<file path="config.mk">
export PLATFORM = sky130hd
export DESIGN_NAME = debug_unit_top
export DESIGN_NICKNAME = d
export VERILOG_FILES = /design/src/hw/debug_pkg.sv /design/src/hw/debug_controller.sv /design/src/hw/debug_unit_top.sv /design/src/hw/program_loader.sv /design/src/hw/state_dumper.sv
export VERILOG_INCLUDE_DIRS = /design/src /design/src/hw
export SDC_FILE = /design/constraint.sdc
export NUM_CORES = 1
export LEC_CHECK = 0
export BUFFER_PORTS_ARGS = -buffer_cell sky130_fd_sc_hd__clkbuf_2
export CORE_ASPECT_RATIO = 0.8
export CORE_MARGIN = 1
export CORE_UTILIZATION = 50
export DETAILED_ROUTE_END_ITERATION = 10
export PLACE_DENSITY = 0.93
export SYNTH_ARGS = -nofsm -noshare
export SYNTH_HDL_FRONTEND = slang
export SYNTH_SLANG_ARGS = --single-unit
</file>
<file path="constraint.sdc">
create_clock -name clk -period 6.67 [get_ports clk]
set_input_delay 0.3335 -clock clk [delete_from_list [all_inputs] [get_ports clk]]
set_output_delay 0.3335 -clock clk [all_outputs]
set_load 0.02 [all_outputs]
</file>
<file path="src/hw/debug_params.svh">
`ifndef DEBUG_PARAMS_SVH
`define DEBUG_PARAMS_SVH

// Target data path width
`define DBG_WORD_BITS       32

// Registers sent in each dump
`define DBG_REG_COUNT       32

// Data-memory words sent in each dump
`define DBG_DMEM_WORDS      16

// Instruction memory byte address width
`define DBG_IMEM_ADDR_BITS  10

`endif

</file>
<file path="src/hw/debug_pkg.sv">
`include "debug_params.svh"

package debug_pkg;

    localparam logic [7:0] CMD_RUN  = 8'h72;  // 'r'
    localparam logic [7:0] CMD_STEP = 8'h73;  // 's'
    localparam logic [7:0] CMD_LOAD = 8'h6c;  // 'l'
    localparam logic [7:0] CMD_NEXT = 8'h6e;  // 'n'

    typedef struct packed {
        logic                           valid;
        logic [`DBG_IMEM_ADDR_BITS-1:0] addr;
        logic [`DBG_WORD_BITS-1:0]      data;
    } imem_write_t;

    typedef struct packed {
        logic clk_en;
        logic reset;
    } target_ctrl_t;

    typedef struct packed {
        logic [$clog2(`DBG_REG_COUNT)-1:0] reg_sel;
        logic [`DBG_WORD_BITS-1:0]         mem_addr;  // Byte address
    } state_read_t;

    typedef struct packed {
        logic       valid;
        logic [7:0] data;
    } tx_byte_t;

    typedef enum logic [2:0] {
        IDLE,
        RUN,
        STEP_WAIT,
        STEP_PULSE,
        LOAD,
        DUMP
    } ctrl_state_e;

endpackage

</file>
<file path="src/hw/debug_controller.sv">
module debug_controller (
    input  logic                    clk,
    input  logic                    reset,
    input  logic                    i_rx_valid,
    input  logic [7:0]              i_rx_byte,
    input  logic                    i_halt,
    input  logic                    i_load_done,
    input  logic                    i_dump_done,
    output debug_pkg::target_ctrl_t o_target,
    output logic                    o_load_start,
    output logic                    o_load_rx_valid,
    output logic                    o_dump_start
);

    import debug_pkg::*;

    ctrl_state_e state;
    ctrl_state_e state_next;
    logic        stepping;  // Dump came from a step

    always_comb begin
        state_next = state;
        case (state)
            IDLE: begin
                if (i_rx_valid) begin
                    case (i_rx_byte)
                        CMD_RUN:  state_next = RUN;
                        CMD_STEP: state_next = STEP_WAIT;
                        CMD_LOAD: state_next = LOAD;
                        default:  state_next = IDLE;
                    endcase
                end
            end
            RUN: begin
                if (i_halt) begin
                    state_next = DUMP;
                end
            end
            STEP_WAIT: begin
                if (i_rx_valid && i_rx_byte == CMD_NEXT) begin
                    state_next = STEP_PULSE;
                end
            end
            STEP_PULSE: begin
                state_next = DUMP;  // Single enabled cycle
            end
            LOAD: begin
                if (i_load_done) begin
                    state_next = IDLE;
                end
            end
            DUMP: begin
                if (i_dump_done) begin
                    if (stepping && !i_halt) begin
                        state_next = STEP_WAIT;
                    end else begin
                        state_next = IDLE;
                    end
                end
            end
            default: begin
                state_next = IDLE;
            end
        endcase
    end

    always_ff @(posedge clk) begin
        if (reset) begin
            state        <= IDLE;
            stepping     <= 1'b0;
            o_load_start <= 1'b0;
            o_dump_start <= 1'b0;
        end else begin
            state        <= state_next;
            o_load_start <= (state == IDLE) && (state_next == LOAD);
            o_dump_start <= (state != DUMP) && (state_next == DUMP);
            if (state == STEP_PULSE) begin
                stepping <= 1'b1;
            end else if (state == RUN) begin
                stepping <= 1'b0;
            end
        end
    end

    // Target is held in reset only while idle or loading
    always_comb begin
        o_target.clk_en = (state == RUN) || (state == STEP_PULSE);
        o_target.reset  = (state == IDLE) || (state == LOAD);
    end

    assign o_load_rx_valid = i_rx_valid && (state == LOAD);

endmodule

</file>
<file path="src/hw/debug_unit_top.sv">
`include "debug_params.svh"

module debug_unit_top (
    input  logic                              clk,
    input  logic                              reset,
    input  logic                              i_rx_valid,
    input  logic [7:0]                        i_rx_byte,
    input  logic                              i_tx_ready,
    output logic                              o_tx_valid,
    output logic [7:0]                        o_tx_byte,
    input  logic                              i_halt,
    input  logic [`DBG_WORD_BITS-1:0]         i_pc,
    input  logic [`DBG_WORD_BITS-1:0]         i_cycle_count,
    input  logic [`DBG_WORD_BITS-1:0]         i_reg_data,
    input  logic [`DBG_WORD_BITS-1:0]         i_mem_data,
    output logic [$clog2(`DBG_REG_COUNT)-1:0] o_reg_sel,
    output logic [`DBG_WORD_BITS-1:0]         o_mem_addr,
    output logic                              o_imem_wr_en,
    output logic [`DBG_IMEM_ADDR_BITS-1:0]    o_imem_addr,
    output logic [`DBG_WORD_BITS-1:0]         o_imem_data,
    output logic                              o_target_clk_en,
    output logic                              o_target_reset
);

    import debug_pkg::*;

    target_ctrl_t target;
    imem_write_t  imem_wr;
    state_read_t  state_read;
    tx_byte_t     tx;
    logic         load_start;
    logic         load_rx_valid;
    logic         load_done;
    logic         dump_start;
    logic         dump_done;

    debug_controller i_debug_controller (
        .clk             (clk),
        .reset           (reset),
        .i_rx_valid      (i_rx_valid),
        .i_rx_byte       (i_rx_byte),
        .i_halt          (i_halt),
        .i_load_done     (load_done),
        .i_dump_done     (dump_done),
        .o_target        (target),
        .o_load_start    (load_start),
        .o_load_rx_valid (load_rx_valid),
        .o_dump_start    (dump_start)
    );

    program_loader i_program_loader (
        .clk        (clk),
        .reset      (reset),
        .i_start    (load_start),
        .i_rx_valid (load_rx_valid),  // Gated by the controller
        .i_rx_byte  (i_rx_byte),
        .o_imem_wr  (imem_wr),
        .o_done     (load_done)
    );

    state_dumper i_state_dumper (
        .clk           (clk),
        .reset         (reset),
        .i_start       (dump_start),
        .i_pc          (i_pc),
        .i_cycle_count (i_cycle_count),
        .i_reg_data    (i_reg_data),
        .i_mem_data    (i_mem_data),
        .i_tx_ready    (i_tx_ready),
        .o_read        (state_read),
        .o_tx          (tx),
        .o_done        (dump_done)
    );

    assign o_tx_valid      = tx.valid;
    assign o_tx_byte       = tx.data;
    assign o_reg_sel       = state_read.reg_sel;
    assign o_mem_addr      = state_read.mem_addr;
    assign o_imem_wr_en    = imem_wr.valid;
    assign o_imem_addr     = imem_wr.addr;
    assign o_imem_data     = imem_wr.data;
    assign o_target_clk_en = target.clk_en;
    assign o_target_reset  = target.reset;

endmodule

</file>
<file path="src/hw/program_loader.sv">
`include "debug_params.svh"

module program_loader (
    input  logic                   clk,
    input  logic                   reset,
    input  logic                   i_start,
    input  logic                   i_rx_valid,
    input  logic [7:0]             i_rx_byte,
    output debug_pkg::imem_write_t o_imem_wr,
    output logic                   o_done
);

    localparam int W = `DBG_WORD_BITS;
    localparam int AW = `DBG_IMEM_ADDR_BITS;
    localparam logic [W-1:0] END_WORD = '1;
    localparam logic [AW-1:0] ADDR_STEP = AW'(4);

    logic [1:0]    byte_cnt;
    logic [W-1:0]  word;
    logic [W-1:0]  word_next;
    logic [AW-1:0] addr;
    logic          wr_valid;

    assign word_next = {word[W-9:0], i_rx_byte};  // First byte ends up on top

    // Word and address hold through the write cycle
    assign o_imem_wr.valid = wr_valid;
    assign o_imem_wr.addr  = addr;
    assign o_imem_wr.data  = word;

    always_ff @(posedge clk) begin
        if (reset) begin
            byte_cnt <= '0;
            addr     <= '0;
            wr_valid <= 1'b0;
            o_done   <= 1'b0;
        end else begin
            wr_valid <= 1'b0;
            o_done   <= 1'b0;
            if (wr_valid) begin
                addr <= addr + ADDR_STEP;  // Next word after each write
            end
            if (i_start) begin
                byte_cnt <= '0;
                addr     <= '0;
            end else if (i_rx_valid) begin
                byte_cnt <= byte_cnt + 2'd1;
                if (byte_cnt == 2'd3) begin
                    if (word_next == END_WORD) begin
                        o_done <= 1'b1;  // Terminator is never written
                    end else begin
                        wr_valid <= 1'b1;
                    end
                end
            end
        end
    end

    always_ff @(posedge clk) begin
        if (i_rx_valid) begin
            word <= word_next;
        end
    end

endmodule

</file>
<file path="src/hw/state_dumper.sv">
`include "debug_params.svh"

module state_dumper (
    input  logic                      clk,
    input  logic                      reset,
    input  logic                      i_start,
    input  logic [`DBG_WORD_BITS-1:0] i_pc,
    input  logic [`DBG_WORD_BITS-1:0] i_cycle_count,
    input  logic [`DBG_WORD_BITS-1:0] i_reg_data,
    input  logic [`DBG_WORD_BITS-1:0] i_mem_data,
    input  logic                      i_tx_ready,
    output debug_pkg::state_read_t    o_read,
    output debug_pkg::tx_byte_t       o_tx,
    output logic                      o_done
);

    localparam int W = `DBG_WORD_BITS;
    localparam int IDX_BITS = $clog2(`DBG_REG_COUNT);
    localparam logic [IDX_BITS-1:0] REG_LAST = IDX_BITS'(`DBG_REG_COUNT - 1);
    localparam logic [IDX_BITS-1:0] MEM_LAST = IDX_BITS'(`DBG_DMEM_WORDS - 1);

    typedef enum logic [1:0] {
        SEC_PC,
        SEC_CYCLE,
        SEC_REG,
        SEC_MEM
    } section_e;

    section_e            section;
    logic [IDX_BITS-1:0] index;
    logic                busy;
    logic                tx_valid;
    logic [1:0]          byte_cnt;
    logic [W-1:0]        shift;
    logic [W-1:0]        word_sel;
    logic                latch;
    logic                accept;
    logic                last_item;

    always_comb begin
        case (section)
            SEC_PC:    word_sel = i_pc;
            SEC_CYCLE: word_sel = i_cycle_count;
            SEC_REG:   word_sel = i_reg_data;
            default:   word_sel = i_mem_data;
        endcase
    end

    // One word in flight and latched while nothing is offered
    assign latch     = busy && !tx_valid;
    assign accept    = tx_valid && i_tx_ready;
    assign last_item = (section == SEC_MEM) && (index == MEM_LAST);

    assign o_read.reg_sel  = index;
    assign o_read.mem_addr = W'(index) << 2;  // Word index to byte address
    assign o_tx.valid      = tx_valid;
    assign o_tx.data       = shift[W-1 -: 8];

    always_ff @(posedge clk) begin
        if (reset) begin
            busy     <= 1'b0;
            tx_valid <= 1'b0;
            byte_cnt <= '0;
            section  <= SEC_PC;
            index    <= '0;
            o_done   <= 1'b0;
        end else begin
            o_done <= 1'b0;
            if (i_start && !busy) begin
                busy    <= 1'b1;
                section <= SEC_PC;
                index   <= '0;
            end else if (latch) begin
                tx_valid <= 1'b1;
            end else if (accept) begin
                byte_cnt <= byte_cnt + 2'd1;
                if (byte_cnt == 2'd3) begin
                    tx_valid <= 1'b0;
                    if (last_item) begin
                        busy   <= 1'b0;
                        o_done <= 1'b1;  // Lands with valid low
                    end else if (section == SEC_PC) begin
                        section <= SEC_CYCLE;
                    end else if (section == SEC_CYCLE) begin
                        section <= SEC_REG;
                    end else if (section == SEC_REG && index == REG_LAST) begin
                        section <= SEC_MEM;
                        index   <= '0;
                    end else begin
                        index <= index + 1'b1;
                    end
                end
            end
        end
    end

    // Shifts only on an accepted byte
    always_ff @(posedge clk) begin
        if (latch) begin
            shift <= word_sel;
        end else if (accept) begin
            shift <= shift << 8;
        end
    end

endmodule

</file>
==> results.txt <==
- Iteration count of the initial detailed-routing pass: 8
* Slowest stage cell, crit path: dfxtp_2
- Failing checks: design-rule violations
- The synthesized design devotes to its leading area cell type between 40% and 50% of total area.
* Critical Path Max Stage Delay: 0.92 ns
- Fraction of synthesis flops using an asynchronous set or reset pin: 0%
* Min-delay worst type: input pin to register
- The initial antenna violation count came to 0.
* Area growth, synth to finish: 24.1%
- In the post-synthesis netlist, the biggest area contributors are edfxtp_1 40%, mux4_2 15%, dfxtp_1 13%.
- The detailed router finished its first iteration with 266 violations.
- Category of the most critical setup path: register to register
- Number of cells on the critical path: 4
* Critical path fanouts, max: 38
* Final worst-path cycle share: 30.6%
- Switching power of the nets: around 270 uW
- Peak clock frequency supported by timing: 0.491 GHz
- Y dimension of the die: 89.5 um
* Setup bufs post-CTS: 0
- Headroom to the max-slew limit came out at 39.9%.
* WP data required: between 6 and 7 ns
- Ports: 232
- Grouping stages by cell kind, the critical path spends the most delay in flip-flops.
* Hold-fix buffer count after cts: 0
- # port buffers: 202
- Of the total power, registers draw a little over half.
- H-tree depth reported by CTS: 3
- Setup violators final: 0
* Detailed-routing wirelength on met1: around 4300 um
- Crit Reg-Reg Endpoint: i_state_dumper.index[4]
- Clock-pin slew on the worst setup and hold paths: approximately 0.070 ns
- Critical path launch point: i_state_dumper.section[1]
- Vias in the first global route: 3396
* Unrepaired setup endpoints after global routing: no
* Top routing layer used: met4
- Final sum of negative setup slack: 0 ns
- In this run the core area contains 31 standard-cell rows.
- Clock share of power: 41.1%
- The number of buffers and inverters on the critical path is 0.
* Synth Instances: 351
- Antenna diode instance count: 0
* Leading cell type in the layout, fill and taps excluded: clkbuf_2
- At the pin with the least slew margin, the transition time is roughly 0.9 ns.
- After detailed placement, the total cell area comes to 0.00567 mm^2.
* CTS tree: built
- At the end of routability-driven placement, the weighted congestion stood at slightly below 0.9.
- Number of unique standard cell types used by synthesis: 39
- The most critical setup path has its endpoint at i_state_dumper.index[4].
- Die area: 0.00998 mm^2
- Walking the worst path, the cells encountered are a21boi_1, nand2_1, or3_1, a21oi_1.
* HPWL after detailed placement: about 8700 um
- Number of remaining DRC errors: 32
- For this design, the sink count on the clock tree is 94.
- VDD IR max: between 0.15 and 0.2 mV
* Number of buffers created by CTS: 9
- STA classifies the critical path startpoint as a register.
* Average cell area after synthesis: roughly 14 um^2
- Number of vias after detailed routing: 3551
- The die is 111 um wide.
* Final Routed Wirelength: between 10000 and 15000 um
- Setup slack on the worst flop-to-flop path: around 4.6 ns
- Per-cell via count in the routed design: 5.41
- In the final routed layout, each cell accounts on average for 17.6 um.
* Launch point of the worst reg-to-reg path: i_state_dumper.section[1]
- Final design area excluding fillers: 0.00594 mm^2
- First-pass GRT wire length: 17000 um
- Count of synthesis-stage warnings from yosys: 0
- After floorplanning, the core was sized to cover 0.00919 mm^2.
* Pins over their slew limit: 0
- The net count of the finished layout is 683.
* Worst clock skew on the final layout: between 0.008 and 0.009 ns
- Remaining number of nets flagged by the antenna check after routing: 0
- Combinational Power Share: 6.8%
- Total internal power: 916 uW
- Net switching is 22.5% of the power.
* Root buffer cell: clkbuf_16
* Library cell with the largest summed area after synthesis: edfxtp_1
- Sequential elements use a little over half of the synthesized area.
- Initial core utilization: 52.1%
* Skew-Pair Late Insertion Delay: ~0.34 ns
* Setup crit end kind: register
- Number of maximum-capacitance violations: 0
- Entering global routing, the biggest net connects 39 pins.
* R2R cell count: 4
* Syn Std Cell Area: 0.00479 mm^2
* Metal3 WL: 943 um
- Lkg Pwr: 0.00248 uW
* Hold Path Depth: 1
- Wire length on met2: 6160 um
* Result of the run: finished, violations left
- Cells with a size suffix above 1 make up 52.1% of the layout.
* Clock period minus worst slack: 2.04 ns
- Most used cells in the layout excluding fill and tap cells: 202 x clkbuf_2, 64 x edfxtp_1, 32 x mux4_2
- Critical path arrival: 2.30 ns
* GRT Resource Usage Total: 22.8%
- The number of hold violations in the final report came to 0.
- Global route total overflow: 0
* Worst-case clock buffer depth: 2
- Count of flip-flops with a built-in enable after synthesis: 64
- Power Dens Cells: 199 mW/mm^2
* Flops & latches, synth: 94
- Once the clock tree was built, the resizer swapped 0 gates to a different size.
- The most used flip-flop cell after synthesis is edfxtp_1.
==> how the worst min path moves through the flow <==
stage / start / end / slack, ns
after floorplan: i_rx_byte[0] / i_program_loader.word[0] / 0.43
after global placement: i_state_dumper.busy / i_state_dumper.busy / 0.46
after detailed placement: i_program_loader.word[4] / i_program_loader.word[12] / 0.46
after CTS: i_rx_byte[2] / i_program_loader.word[2] / 0.20
after global routing: i_rx_byte[2] / i_program_loader.word[2] / 0.20
final: i_rx_byte[3] / i_program_loader.word[3] / 0.21
==> area by class of cell <==
cell class | instances | area, um^2
well taps | 115 | 144
clock buffers | 9 | 225
flip-flops and latches | 94 | 2520
multi-input cells | 224 | 1950
repair buffers | 206 | 1040
inverters | 1 | 3.75
clock inverters | 7 | 53.8
fillers | 726 | 3250
==> kinds of logic after synthesis <==
family / Yosys count / synth area share (%)
AND/OR/NAND/NOR: 100 / 11.2
flip-flops: 94 / 52.7
multiplexers: 61 / 21.7
buffers and inverters: 61 / 8.83
AO/OA/AOI/OAI: 19 / 2.27
XOR/XNOR: 9 / 1.65
adder cells (fa/ha/maj): 6 / 1.57
other: 1 / 0.0783
==> layer usage <==
| layer | vias up | GRT usage (%) |
|---|---|---|
| met5 | - | 0 |
| met4 | 0 | 7.37 |
| met3 | 26 | 7.86 |
| met2 | 190 | 41.5 |
| met1 | 1706 | 25.5 |
| li1 | 1629 | - |
==> registers in the layout, summed over array words and instances (netlist names) <==
register	count
i_state_dumper.tx_valid	1
i_debug_controller.state	3
i_state_dumper.busy	1
i_state_dumper.shift	32
i_state_dumper.section	2
i_program_loader.wr_valid	1
i_program_loader.addr	8
i_state_dumper.byte_cnt	2
i_debug_controller.o_dump_start	1
i_program_loader.word	32
i_program_loader.byte_cnt	2
i_program_loader.o_done	1
i_state_dumper.index	5
i_debug_controller.o_load_start	1
i_debug_controller.stepping	1
i_state_dumper.o_done	1
==> cells in the mapped netlist (all sizes together), types with 8 or more instances <==
cell and count:
edfxtp 64, buf 54, dfxtp 30, a21oi 8
nand2 15, and2 9, and3 8, nand4 14
mux4 32, nor2 24, mux2 24
==> metrics by stage <==
stage / std cells / worst slack, ns / utilization, % / hold WS (ns) / power, uW
6_report: 656 / 4.63 / 64.7 / 0.214 / 1180
5_1_grt: 656 / 4.47 / 64.7 / 0.196 / 1230
4_1_cts: 656 / 4.60 / 64.7 / 0.198 / 1190
3_5_place_dp: 640 / 4.59 / 61.6 / 0.461 / 708
3_3_place_gp: 640 / 4.65 / 61.6 / 0.462 / 705
2_1_floorplan: 379 / 4.27 / - / 0.432 / 675
==> power by group through the flow <==
stage	Combinational, uW	Sequential [uW]	Clock, uW
2_1_floorplan	46.2	629	0
3_3_place_gp	76.2	629	0
3_5_place_dp	79.5	629	0
4_1_cts	80.2	616	498
5_1_grt	86.9	615	523
6_report	81.0	616	486
No activity file was read; power rests on OpenSTA's default activity.
